==> src/design/mipsPkg.sv <==
package mipsPkg;

	localparam int dataWidth = 32; // word and address width.
	localparam int regAddrWidth = 5;
	localparam int dataMemWords = 16; // words of data memory.
	localparam int linkAddr = 31; // JAL return register.

	typedef enum logic [5:0] {
		RType = 6'h00,
		J = 6'h02,
		Jal = 6'h03,
		Beq = 6'h04,
		Bne = 6'h05,
		Addi = 6'h08,
		Ori = 6'h0d,
		Lui = 6'h0f,
		Lw = 6'h23,
		Sw = 6'h2b
	} opcodeT;

	typedef enum logic [5:0] {
		Sll = 6'h00,
		Srl = 6'h02,
		Jr = 6'h08,
		Add = 6'h20,
		Sub = 6'h22,
		AndF = 6'h24,
		OrF = 6'h25,
		Slt = 6'h2a
	} functT;

	typedef enum logic [2:0] {
		AluAdd,
		AluSub,
		AluAnd,
		AluOr,
		AluSlt,
		AluSll,
		AluSrl,
		AluLui
	} aluOpT;

	// four-phase handshake states.
	typedef enum logic [1:0] {
		Idle,
		Req,
		WaitAckLow
	} linkStateT;

endpackage

==> src/design/aluUnit.sv <==
module aluUnit (
	input mipsPkg::aluOpT aluOp,
	input logic [mipsPkg::dataWidth-1:0] a,
	input logic [mipsPkg::dataWidth-1:0] b,
	input logic [4:0] shamt,
	output logic [mipsPkg::dataWidth-1:0] result,
	output logic zero
);

	always_comb begin
		case (aluOp)
			mipsPkg::AluAdd: result = a + b;
			mipsPkg::AluSub: result = a - b;
			mipsPkg::AluAnd: result = a & b;
			mipsPkg::AluOr: result = a | b;
			mipsPkg::AluSlt: begin
				result = '0;
				result[0] = $signed(a) < $signed(b); // signed compare.
			end
			mipsPkg::AluSll: result = b << shamt;
			mipsPkg::AluSrl: result = b >> shamt;
			mipsPkg::AluLui: result = b << 16;
			default: result = '0;
		endcase
	end

	assign zero = (result == '0); // used by BEQ and BNE.

endmodule

==> src/design/control.sv <==
module control (
	input mipsPkg::opcodeT opcode,
	input mipsPkg::functT funct,
	output logic regDst,
	output logic aluSrc,
	output logic memToReg,
	output logic regWrite,
	output logic memRead,
	output logic memWrite,
	output logic branchEq,
	output logic branchNe,
	output logic jump,
	output logic jumpReg,
	output logic link,
	output logic shamtSel,
	output mipsPkg::aluOpT aluOp
);

	always_comb begin
		regDst = 1'b0;
		aluSrc = 1'b0;
		memToReg = 1'b0;
		regWrite = 1'b0;
		memRead = 1'b0;
		memWrite = 1'b0;
		branchEq = 1'b0;
		branchNe = 1'b0;
		jump = 1'b0;
		jumpReg = 1'b0;
		link = 1'b0;
		shamtSel = 1'b0;
		aluOp = mipsPkg::AluAdd;
		case (opcode)
			mipsPkg::RType: begin
				regDst = 1'b1;
				regWrite = 1'b1;
				case (funct)
					mipsPkg::Add: aluOp = mipsPkg::AluAdd;
					mipsPkg::Sub: aluOp = mipsPkg::AluSub;
					mipsPkg::AndF: aluOp = mipsPkg::AluAnd;
					mipsPkg::OrF: aluOp = mipsPkg::AluOr;
					mipsPkg::Slt: aluOp = mipsPkg::AluSlt;
					mipsPkg::Sll: begin
						aluOp = mipsPkg::AluSll;
						shamtSel = 1'b1;
					end
					mipsPkg::Srl: begin
						aluOp = mipsPkg::AluSrl;
						shamtSel = 1'b1;
					end
					mipsPkg::Jr: begin
						regDst = 1'b0;
						regWrite = 1'b0;
						jumpReg = 1'b1;
					end
					default: begin
						regDst = 1'b0; // unknown funct is a nop.
						regWrite = 1'b0;
					end
				endcase
			end
			mipsPkg::Addi: begin
				aluSrc = 1'b1;
				regWrite = 1'b1;
			end
			mipsPkg::Ori: begin
				aluSrc = 1'b1;
				regWrite = 1'b1;
				aluOp = mipsPkg::AluOr;
			end
			mipsPkg::Lui: begin
				aluSrc = 1'b1;
				regWrite = 1'b1;
				aluOp = mipsPkg::AluLui;
			end
			mipsPkg::Lw: begin
				aluSrc = 1'b1;
				memToReg = 1'b1;
				regWrite = 1'b1;
				memRead = 1'b1;
			end
			mipsPkg::Sw: begin
				aluSrc = 1'b1;
				memWrite = 1'b1;
			end
			mipsPkg::Beq: begin
				branchEq = 1'b1;
				aluOp = mipsPkg::AluSub;
			end
			mipsPkg::Bne: begin
				branchNe = 1'b1;
				aluOp = mipsPkg::AluSub;
			end
			mipsPkg::J: jump = 1'b1;
			mipsPkg::Jal: begin
				jump = 1'b1;
				link = 1'b1;
				regWrite = 1'b1;
			end
			default: ; // everything stays inactive.
		endcase
	end

endmodule

==> src/design/instrFetch.sv <==
module instrFetch (
	input logic clk,
	input logic rst,
	output logic [mipsPkg::dataWidth-1:0] imemAddr,
	input logic [mipsPkg::dataWidth-1:0] imemData,
	output logic fetchReq,
	output logic [mipsPkg::dataWidth-1:0] fetchInstr,
	output logic [mipsPkg::dataWidth-1:0] fetchPc,
	input logic fetchAck,
	input logic redirect,
	input logic [mipsPkg::dataWidth-1:0] redirectPc
);

	mipsPkg::linkStateT state;
	logic [mipsPkg::dataWidth-1:0] pc;
	logic dataValid; // imemData reflects the current pc.

	assign imemAddr = pc;

	always_ff @(posedge clk) begin
		if (rst) begin
			state <= mipsPkg::Idle;
			pc <= '0;
			fetchReq <= 1'b0;
			dataValid <= 1'b0;
		end else if (redirect) begin
			pc <= redirectPc; // drop any word in flight.
			fetchReq <= 1'b0;
			dataValid <= 1'b0;
			state <= mipsPkg::Idle;
		end else begin
			case (state)
				mipsPkg::Idle: begin
					if (dataValid) begin
						fetchInstr <= imemData;
						fetchPc <= pc;
						fetchReq <= 1'b1;
						state <= mipsPkg::Req;
					end else begin
						dataValid <= 1'b1; // memory answers next cycle.
					end
				end
				mipsPkg::Req: begin
					if (fetchAck) begin
						fetchReq <= 1'b0;
						pc <= pc + mipsPkg::dataWidth'(4);
						dataValid <= 1'b0;
						state <= mipsPkg::WaitAckLow;
					end
				end
				mipsPkg::WaitAckLow: begin
					if (!fetchAck) state <= mipsPkg::Idle;
				end
				default: state <= mipsPkg::Idle;
			endcase
		end
	end

endmodule

==> src/design/instrQueue.sv <==
module instrQueue #(
	parameter int depth = 4
) (
	input logic clk,
	input logic rst,
	input logic fetchReq,
	input logic [mipsPkg::dataWidth-1:0] fetchInstr,
	input logic [mipsPkg::dataWidth-1:0] fetchPc,
	output logic fetchAck,
	output logic issueReq,
	output logic [mipsPkg::dataWidth-1:0] issueInstr,
	output logic [mipsPkg::dataWidth-1:0] issuePc,
	input logic issueAck,
	input logic redirect
);

	logic [mipsPkg::dataWidth-1:0] instrMem [depth];
	logic [mipsPkg::dataWidth-1:0] pcMem [depth];
	logic [$clog2(depth)-1:0] wrPtr;
	logic [$clog2(depth)-1:0] rdPtr;
	logic [$clog2(depth+1)-1:0] count;
	logic push;
	logic pop;

	// no ack while full, so fetch stalls.
	assign push = fetchReq && !fetchAck && (count != depth) && !redirect;
	assign pop = issueReq && issueAck;

	always_ff @(posedge clk) begin
		if (push) begin
			instrMem[wrPtr] <= fetchInstr;
			pcMem[wrPtr] <= fetchPc;
		end
	end

	always_ff @(posedge clk) begin
		if (rst || redirect) begin
			wrPtr <= '0;
			rdPtr <= '0;
			count <= '0;
			fetchAck <= 1'b0;
			issueReq <= 1'b0;
		end else begin
			if (push) begin
				wrPtr <= wrPtr + 1'b1;
				fetchAck <= 1'b1;
			end else if (fetchAck && !fetchReq) begin
				fetchAck <= 1'b0;
			end
			if (pop) begin
				rdPtr <= rdPtr + 1'b1;
				issueReq <= 1'b0;
			end else if (!issueReq && !issueAck && count != '0) begin
				issueInstr <= instrMem[rdPtr]; // head entry.
				issuePc <= pcMem[rdPtr];
				issueReq <= 1'b1;
			end
			case ({push, pop})
				2'b10: count <= count + 1'b1;
				2'b01: count <= count - 1'b1;
				default: count <= count;
			endcase
		end
	end

endmodule

==> src/design/execStage.sv <==
module execStage (
	input logic clk,
	input logic rst,
	input logic issueReq,
	input logic [mipsPkg::dataWidth-1:0] issueInstr,
	input logic [mipsPkg::dataWidth-1:0] issuePc,
	output logic issueAck,
	output logic redirect,
	output logic [mipsPkg::dataWidth-1:0] redirectPc,
	output logic wbValid,
	output logic [mipsPkg::regAddrWidth-1:0] wbReg,
	output logic [mipsPkg::dataWidth-1:0] wbData,
	output logic storeValid,
	output logic [mipsPkg::dataWidth-1:0] storeAddr,
	output logic [mipsPkg::dataWidth-1:0] storeData
);

	mipsPkg::linkStateT state;
	mipsPkg::aluOpT aluOp;
	logic [mipsPkg::dataWidth-1:0] regFile [2**mipsPkg::regAddrWidth];
	logic [mipsPkg::dataWidth-1:0] dataMem [mipsPkg::dataMemWords];
	logic regDst, aluSrc, memToReg, regWrite, memRead, memWrite;
	logic branchEq, branchNe, jump, jumpReg, link, shamtSel, zero;
	logic [mipsPkg::dataWidth-1:0] rsData, rtData, immExt, aluB, aluResult;
	logic [mipsPkg::dataWidth-1:0] pcPlus4, loadData, wbValue, target;
	logic [mipsPkg::regAddrWidth-1:0] writeReg;
	logic [$clog2(mipsPkg::dataMemWords)-1:0] memIdx;
	logic [15:0] imm;
	logic doExec, taken, doWrite;

	control ctrl (
		.opcode(mipsPkg::opcodeT'(issueInstr[31:26])), .funct(mipsPkg::functT'(issueInstr[5:0])),
		.regDst, .aluSrc, .memToReg, .regWrite, .memRead, .memWrite, .branchEq, .branchNe,
		.jump, .jumpReg, .link, .shamtSel, .aluOp
	);

	aluUnit alu (
		.aluOp, .a(rsData), .b(aluB), .shamt(shamtSel ? issueInstr[10:6] : 5'd0),
		.result(aluResult), .zero
	);

	assign imm = issueInstr[15:0];
	assign rsData = regFile[issueInstr[25:21]];
	assign rtData = regFile[issueInstr[20:16]];
	// ORI takes a zero-extended immediate.
	assign immExt = (aluOp == mipsPkg::AluOr) ? {16'b0, imm} : {{16{imm[15]}}, imm};
	assign aluB = aluSrc ? immExt : rtData;
	assign pcPlus4 = issuePc + mipsPkg::dataWidth'(4);
	assign memIdx = aluResult[$clog2(mipsPkg::dataMemWords)+1:2]; // word address mod size.
	assign loadData = memRead ? dataMem[memIdx] : '0;
	assign writeReg = link ? mipsPkg::regAddrWidth'(mipsPkg::linkAddr)
		: (regDst ? issueInstr[15:11] : issueInstr[20:16]);
	assign wbValue = link ? pcPlus4 : (memToReg ? loadData : aluResult);
	assign taken = (branchEq && zero) || (branchNe && !zero);
	assign doExec = (state == mipsPkg::Idle) && issueReq;
	assign doWrite = doExec && regWrite && (writeReg != '0);

	always_comb begin
		if (jumpReg) target = rsData;
		else if (jump) target = {pcPlus4[31:28], issueInstr[25:0], 2'b00};
		else target = pcPlus4 + {{14{imm[15]}}, imm, 2'b00};
	end

	always_ff @(posedge clk) begin
		if (rst) begin
			for (int i = 0; i < 2**mipsPkg::regAddrWidth; i++) regFile[i] <= '0;
			for (int i = 0; i < mipsPkg::dataMemWords; i++) dataMem[i] <= '0;
		end else begin
			if (doWrite) regFile[writeReg] <= wbValue;
			if (doExec && memWrite) dataMem[memIdx] <= rtData;
		end
	end

	always_ff @(posedge clk) begin
		if (doExec) begin
			redirectPc <= target;
			wbReg <= writeReg;
			wbData <= wbValue;
			storeAddr <= aluResult;
			storeData <= rtData;
		end
	end

	always_ff @(posedge clk) begin
		if (rst) begin
			state <= mipsPkg::Idle;
			issueAck <= 1'b0;
			redirect <= 1'b0;
			wbValid <= 1'b0;
			storeValid <= 1'b0;
		end else begin
			redirect <= 1'b0; // one-cycle pulses.
			wbValid <= 1'b0;
			storeValid <= 1'b0;
			case (state)
				mipsPkg::Idle: begin
					if (issueReq) begin
						issueAck <= 1'b1;
						redirect <= taken || jump || jumpReg;
						wbValid <= doWrite;
						storeValid <= memWrite;
						state <= mipsPkg::Req;
					end
				end
				mipsPkg::Req: begin
					if (!issueReq) begin
						issueAck <= 1'b0; // queue may offer the next word.
						state <= mipsPkg::Idle;
					end
				end
				default: state <= mipsPkg::Idle;
			endcase
		end
	end

endmodule

==> src/design/mipsCore.sv <==
module mipsCore (
	input logic clk,
	input logic rst,
	output logic [mipsPkg::dataWidth-1:0] imemAddr,
	input logic [mipsPkg::dataWidth-1:0] imemData,
	output logic wbValid,
	output logic [mipsPkg::regAddrWidth-1:0] wbReg,
	output logic [mipsPkg::dataWidth-1:0] wbData,
	output logic storeValid,
	output logic [mipsPkg::dataWidth-1:0] storeAddr,
	output logic [mipsPkg::dataWidth-1:0] storeData
);

	logic fetchReq, fetchAck, issueReq, issueAck, redirect;
	logic [mipsPkg::dataWidth-1:0] fetchInstr, fetchPc;
	logic [mipsPkg::dataWidth-1:0] issueInstr, issuePc, redirectPc;

	instrFetch fetch (
		.clk, .rst, .imemAddr, .imemData, .fetchReq, .fetchInstr, .fetchPc, .fetchAck,
		.redirect, .redirectPc
	);

	// four words between fetch and execute.
	instrQueue #(.depth(4)) queue (
		.clk, .rst, .fetchReq, .fetchInstr, .fetchPc, .fetchAck, .issueReq, .issueInstr,
		.issuePc, .issueAck, .redirect
	);

	execStage exec (
		.clk, .rst, .issueReq, .issueInstr, .issuePc, .issueAck, .redirect, .redirectPc,
		.wbValid, .wbReg, .wbData, .storeValid, .storeAddr, .storeData
	);

endmodule

==> config.mk <==
export PLATFORM = sky130hd
export DESIGN_NAME = mipsCore
export DESIGN_NICKNAME = d
export VERILOG_FILES = /design/src/design/mipsPkg.sv /design/src/design/aluUnit.sv /design/src/design/control.sv /design/src/design/instrFetch.sv /design/src/design/instrQueue.sv /design/src/design/execStage.sv /design/src/design/mipsCore.sv
export SDC_FILE = /design/constraint.sdc
export NUM_CORES = 2
export LEC_CHECK = 0
export BUFFER_PORTS_ARGS = -buffer_cell sky130_fd_sc_hd__buf_2
export CORE_ASPECT_RATIO = 1.25
export CORE_MARGIN = 4
export CORE_UTILIZATION = 42
export CTS_BUF_LIST = sky130_fd_sc_hd__clkbuf_8
export DETAILED_ROUTE_END_ITERATION = 12
export PLACE_DENSITY = 0.67
export SLEW_MARGIN = 0
export SYNTH_ARGS = -nofsm -noshare
export SYNTH_HDL_FRONTEND = slang
export SYNTH_SLANG_ARGS = --single-unit
==> constraint.sdc <==
create_clock -name clk -period 7.6 [get_ports clk]
set_input_delay 2.28 -clock clk [delete_from_list [all_inputs] [get_ports clk]]
set_output_delay 2.28 -clock clk [all_outputs]
set_load 0.05 [all_outputs]
# Yosys cells after proc, flatten, opt, wreduce, memory -nomap -nowiden

Memories as Yosys holds them, arrays and structs flattened. A register that Yosys moved wholly into a read port is not among the register bits.
Cells that the tools add are included.

$add $sub $neg: 9
Magnitude comparators: 1
Eq/ne operators: 34
Shift-type cells: 2
Muxes and demuxes: 62
Bitwise operators: 8
Reductions and logical operators: 56

Operators by type and width:

| cell                    | count |
|---|---|
| $mux W32                | 11 |
| $pmux W32 S8            | 1 |
| $add A32 B3 Y32 const B | 2 |
| $add A32 B32 Y32        | 2 |
| $reduce_or A32 Y1       | 2 |
| $eq A6 B6 Y1 const B    | 7 |
| $and A32 B32 Y32        | 1 |
| $logic_not A32 Y1       | 1 |
| $lt A32 B32 Y1          | 1 |
| $or A32 B32 Y32         | 1 |
| $shl A32 B5 Y32         | 1 |
| $shr A32 B5 Y32         | 1 |
| $sub A32 B32 Y32        | 1 |
| $mux W1                 | 31 |
| $eq A6 B4 Y1 const B    | 4 |
| $mux W5                 | 4 |
| $eq A6 B2 Y1 const B    | 3 |
| $pmux W3 S6             | 1 |
| $logic_and A1 B1 Y1     | 13 |
| $eq A3 B3 Y1 const B    | 4 |
| $eq A6 B3 Y1 const B    | 2 |
| $logic_not A6 Y1        | 2 |
| $pmux W3 S4             | 1 |
| $reduce_and A3 Y1       | 4 |
| other kinds (30)        | 71 |

Bits in registers: 248
RAM bits: 1,792
Input bits: 34
Output and inout bits: 135
Logic and storage cells: 197
Memories kept: 4

Memory list:

| memory         | words | width | read ports | clocked after memory_dff | write ports | line             | RTL |
|---|---|---|---|---|---|---|---|
| exec.regFile   | 32    | 32    | 2          | 0                        | 32          | execStage.sv:20  | `logic [mipsPkg::dataWidth-1:0] regFile [2**mipsPkg::regAddrWidth];` |
| exec.dataMem   | 16    | 32    | 1          | 0                        | 16          | execStage.sv:21  | `logic [mipsPkg::dataWidth-1:0] dataMem [mipsPkg::dataMemWords];` |
| queue.instrMem | 4     | 32    | 1          | 1                        | 1           | instrQueue.sv:17 | `logic [mipsPkg::dataWidth-1:0] instrMem [depth];` |
| queue.pcMem    | 4     | 32    | 1          | 1                        | 1           | instrQueue.sv:18 | `logic [mipsPkg::dataWidth-1:0] pcMem [depth];` |

# Longest topological paths before layout

Depth in word-level cells: 14
Mapped depth: 32

# Hierarchy

A second synthesis with hierarchy kept.

Cells, all modules: 7,569
Area total of the unflattened synthesis: 108,049.9 µm²

Modules (own cells, without submodules):

| module     | times used | cells an instance | area each (µm²) |
|---|---|---|---|
| execStage  | 1          | 5,317             | 82,252.6 |
| instrQueue | 1          | 457               | 11,659.9 |
| aluUnit    | 1          | 1,419             | 9,793.1 |
| instrFetch | 1          | 326               | 4,018.9 |
| control    | 1          | 50                | 325.3 |

# Worst setup path before layout

No wires, ideal clock.

Path kind: input-to-reg
From: in rst
To: reg queue.issueInstr[0] in the netlist's numbering (read register of queue.instrMem) (enable)
Data arrival time: 7,216 ps
Slack: -181 ps
Stages on the path: 3
Path buffers: 1
Cells stage by stage: or2_2 > clkbuf_1 > nor3_1

Cells in the longest elaborated chain, start to end: 3

RTL lines:

| what                        | line             | RTL |
|---|---|---|
| start, declared             | mipsCore.sv:3    | `input logic rst,` |
| $logic_or A1 B1 Y1          | instrQueue.sv:37 | `if (rst \|\| redirect) begin` |
| $not A1 Y1 (no line)        | -                |  |
| $reduce_and A3 Y1 (no line) | -                |  |
| end, declared               | instrQueue.sv:11 | `output logic [mipsPkg::dataWidth-1:0] issueInstr,` |

No other way between the ends.
A chain may end at the register's enable or synchronous reset.

==> impl_summary.md <==
Yosys
The commonest register cell after synthesis is edfxtp_1. The post-synthesis instance total is 8,435. By area the synthesized netlist is led by edfxtp_1 57%, mux4_2 12%, nor2_1 6.2%. The post-synthesis register bit count is 2,102. The share of flip-flops with an asynchronous set or reset is 0. The share of synthesized area in the top cell type comes to 0.570.

The number of distinct library cell variants in the gate-level netlist after synthesis is 112. edfxtp_1 takes more of the synthesized area than any other cell. The yosys synthesis warning count is 0.

The post-synthesis sequential area ratio is 0.579. The post-synthesis average cell area is 12.8 um2. The cell area that synthesis handed to floorplanning was 0.108 mm2. In this run, synthesis inferred 2,053 flip-flops with an integrated enable.

Floorplanning
The site row count is 208. The core region is 0.257 mm2. The width of the chip is 462 um.

The die covers 0.266 mm2. From bottom edge to top edge, the die measures 576 um. The I/O pin total is 169. The starting utilization of the core area is 0.422.

Final layout
At the end of the flow the core is filled with cells to 0.486. The number of cells in the finished layout apart from fillers is 12,635. The share of post-route cells with drive strength above 1 is 0.243.

From synthesis to final layout, the design area changed by 15.2%. After routing the design area is 0.125 mm2. The final net count is 9,173.

Clock tree
Counting every sink on the clock net gives 2,102. The buffer cell driving the clock tree root is clkbuf_8. The worst-case clock buffer depth is 4. Clock latency on the worst-skew pair, taken at its later pin, is 1.08 ns. Buffers inserted during clock tree synthesis total 337. In this run the number of H-tree levels came out at 5. The CTS tree is built. Clock-pin slew was measured on the worst setup and hold paths at 0.07 ns.

Drt
The overall via count from detail_route is 82,613. The average vias per placed instance is 6.54. For this run, design rule violations remaining after detail routing come to 0. The remaining antenna violation count after routing is 0. For this block, the routed nets add up to 475,000 um of wire.

The number of DRC violations after detailed-routing iteration 0 is 12,011. The pre-antenna-repair detailed-routing pass consisted of 9 iterations. The detail-routed net length per standard cell is 37.6 um.

Run status
The flow ran to the end, but the final reports show violations. The checks that failed: max-capacitance violations, max-slew violations, negative setup slack.

Timing
The minimum period implied by the final worst setup slack is 7.66 ns. The highest attainable clock frequency is 131 MHz. The actual transition at the worst max-transition pin is 1.51 ns. The worst clock skew on the final layout is 0.165 ns.

The count of endpoints failing hold in the final timing report came to 0. The total negative slack for setup checks is -0.498 ns. The worst pin sits at a relative slew slack of -0.0146. In the finished design, the share of the clock period the worst path needs comes to 1.01. The max-slew violation count is 7. The number of setup violations in the final report is 29. The worst setup slack after layout is -0.0577 ns.

Power and ir drop
Summing internal, switching and leakage power gives 46.1 mW. The clock network power share is 0.208. The maximum resistive drop on vdd is 0.457 mV. The design internal power is 26.2 mW. The part of the total power dissipated in combinational logic is 0.487.

The net switching share of the total power is 0.432. Dividing total power by cell area gives a power density of 370 mW/mm2. For this design the static power due to leakage is 46.8 nW. The analysis attributes to net switching a power of 19.9 mW. The sequential share of power is 0.304.

Global route
The number of antenna violations at the first check in global routing is 34. The global-route wire length before repair is 651,000 um. The number of global-route vias before repair is 81,764. Entering global routing, the biggest net connects 139 pins.

The overall fraction of global-route tracks in use is 0.353. The remaining global-route overflow is 0.

Setup path
In this run the worst path has a maximum fanout of 32. The launching element type of the critical path is a flip-flop. The endpoint arrival time on the critical path is 8.52 ns.

The category of the critical setup timing path is flip-flop to flip-flop. STA puts the critical path data required time at 8.47 ns. The sort of element at the end of the critical path is a flip-flop.

Worst hold path
The worst min-delay path category is flip-flop to flip-flop.

Place
The total of buffers placed on input and output ports is 168. Including well taps, the total number of placed cells is 12,019. The placed wire-length estimate is 317,000 um.

The area after detailed placement is 0.118 mm2. Routability-driven placement finished with a final weighted congestion of 1.07.

Run
Max-cap violations in this run came to 2.
==> power groups by stage <==
stage / combinational, mW / clock, mW / sequential [mW]
2_1_floorplan: 11.0 / 0 / 14.7
3_3_place_gp: 21.5 / 0 / 14.2
3_5_place_dp: 21.5 / 0 / 14.3
4_1_cts: 21.6 / 9.67 / 14.0
5_1_grt: 23.1 / 10.2 / 14.1
6_report: 22.5 / 9.61 / 14.0
==> per-stage QoR <==
stage                     hold slack, ns  setup slack (ns)
final                              0.464           -0.0577
after global routing               0.515           -0.0182
after global placement             0.460            -0.304
after CTS                          0.484            0.0320
after floorplan                    0.452             0.905
after detailed placement           0.469            -0.119
==> worst max-delay path, stage by stage, from the launching register on <==
cell and delay (ns):
edfxtp_1 0.38, buf_12 0.20, buf_12 0.23, buf_12 0.23, mux4_2 0.51, mux4_2 0.48
mux2i_1 0.16, buf_4 0.18, inv_1 0.07, ha_1 0.33, o21ba_2 0.22, or4_1 0.43
o211a_1 0.19, xnor2_1 0.13, o21ai_0 0.67, a21oi_1 0.34, o21ai_0 0.17, o32a_2 0.53
buf_4 0.38, buf_4 0.20, a211oi_1 0.05, buf_4 0.15, o21ai_0 0.58, o221ai_4 0.22
buf_12 0.21, nor2_1 0.15
==> area by class of cell <==
type	count	area (um2)
antenna	16	40.0
clock buffer	346	4760
clock inverter	252	1640
fill	22219	132000
inverter	209	785
multi-input combinational	5401	42300
sequential	2102	62600
tap	3360	4200
timing repair buffer	949	8310
==> per-layer routing <==
metal / GRT usage / wire (um)
met4: 0.310 / 53900
met3: 0.110 / 56200
met5: 0 / 184
met2: 0.546 / 214000
met1: 0.394 / 151000
==> Yosys cell counts, drive strengths merged, types with 37 or more instances <==
| cell | count |
|---|---|
| nand3 | 116 |
| xnor2 | 68 |
| nor2b | 115 |
| o21ai | 183 |
| nor2 | 1803 |
| edfxtp | 2053 |
| mux4 | 557 |
| o211ai | 73 |
| a21oi | 298 |
| a22oi | 128 |
| a211oi | 193 |
| a31oi | 59 |
| a221oi | 45 |
| mux2i | 424 |
| mux2 | 80 |
| ha | 135 |
| nand2 | 341 |
| o22ai | 41 |
| inv | 207 |
| dfxtp | 49 |
| and3 | 55 |
| xor2 | 46 |
| clkbuf | 431 |
| and2 | 37 |
| nand2b | 71 |
| nor3 | 60 |
| buf | 323 |
| a211o | 39 |
==> kinds of logic (layout without fill, tap and decap cells) <==
group	count (synthesis)	after routing	synth area share
other	1	48	0.0000346
adder cells (fa/ha/maj)	139	139	0.0163
buffers and inverters	963	1756	0.0392
AND/OR/NAND/NOR	2724	2724	0.108
XOR/XNOR	114	114	0.00923
multiplexers	1061	1061	0.164
flip-flops	2102	2102	0.579
AO/OA/AOI/OAI	1331	1331	0.0851
==> path summary, 6_finish.rpt <==
kind | to | depth (start not counted) | slack (ns) | from
setup / recovery | exec.regFile[10][28] | 25 | -0.06 | queue.issueInstr[21]
hold / removal | fetch.imemAddr[15] | 2 | 0.46 | exec.redirectPc[15]
setup reg to reg | exec.regFile[10][28] | 25 | -0.06 | queue.issueInstr[21]
hold reg to reg | fetch.imemAddr[15] | 2 | 0.46 | exec.redirectPc[15]
==> layout by cell type (no fill, tap or decap), drive strengths merged, types with 18 or more instances in the layout <==
| master | n |
|---|---|
| a21o | 26 |
| o21ai | 183 |
| clkbuf | 346 |
| bufinv | 18 |
| nand2b | 71 |
| o22ai | 41 |
| nor2b | 115 |
| xnor2 | 68 |
| buf | 949 |
| a221oi | 45 |
| a211o | 39 |
| o221ai | 34 |
| a22oi | 128 |
| conb | 32 |
| ha | 135 |
| nor4 | 20 |
| mux2i | 424 |
| mux2 | 80 |
| dfxtp | 49 |
| and2 | 37 |
| o211ai | 73 |
| nor3 | 60 |
| inv | 314 |
| a211oi | 193 |
| or3 | 25 |
| clkinv | 123 |
| a31oi | 59 |
| nand2 | 341 |
| o21a | 18 |
| mux4 | 557 |
| edfxtp | 2053 |
| nand4 | 18 |
| and3 | 55 |
| a21oi | 298 |
| a22o | 27 |
| xor2 | 46 |
| nand3 | 116 |
| o21bai | 20 |
| nor2 | 1803 |
==> registers in the layout, summed over array words and instances (netlist names), 3 cells and up <==
signal,cells
exec.wbReg,5
exec.wbData,32
queue.issueInstr,32
exec.dataMem,512
exec.regFile,1024
queue.issuePc,32
fetch.fetchInstr,32
exec.storeAddr,32
exec.redirectPc,32
queue.instrMem,128
queue.pcMem,128
exec.storeData,32
fetch.imemAddr,32
fetch.fetchPc,32
queue.count,3
==> timing repair <==
action | 4_1_cts | 5_1_grt
hold buffers | 0 | 0
resized for setup | 2 | 18
setup endpoints to repair | 1 | 406
gates cloned | 0 | 0
buffers inserted | 0 | 0
No activity file was read; power rests on OpenSTA's default activity.
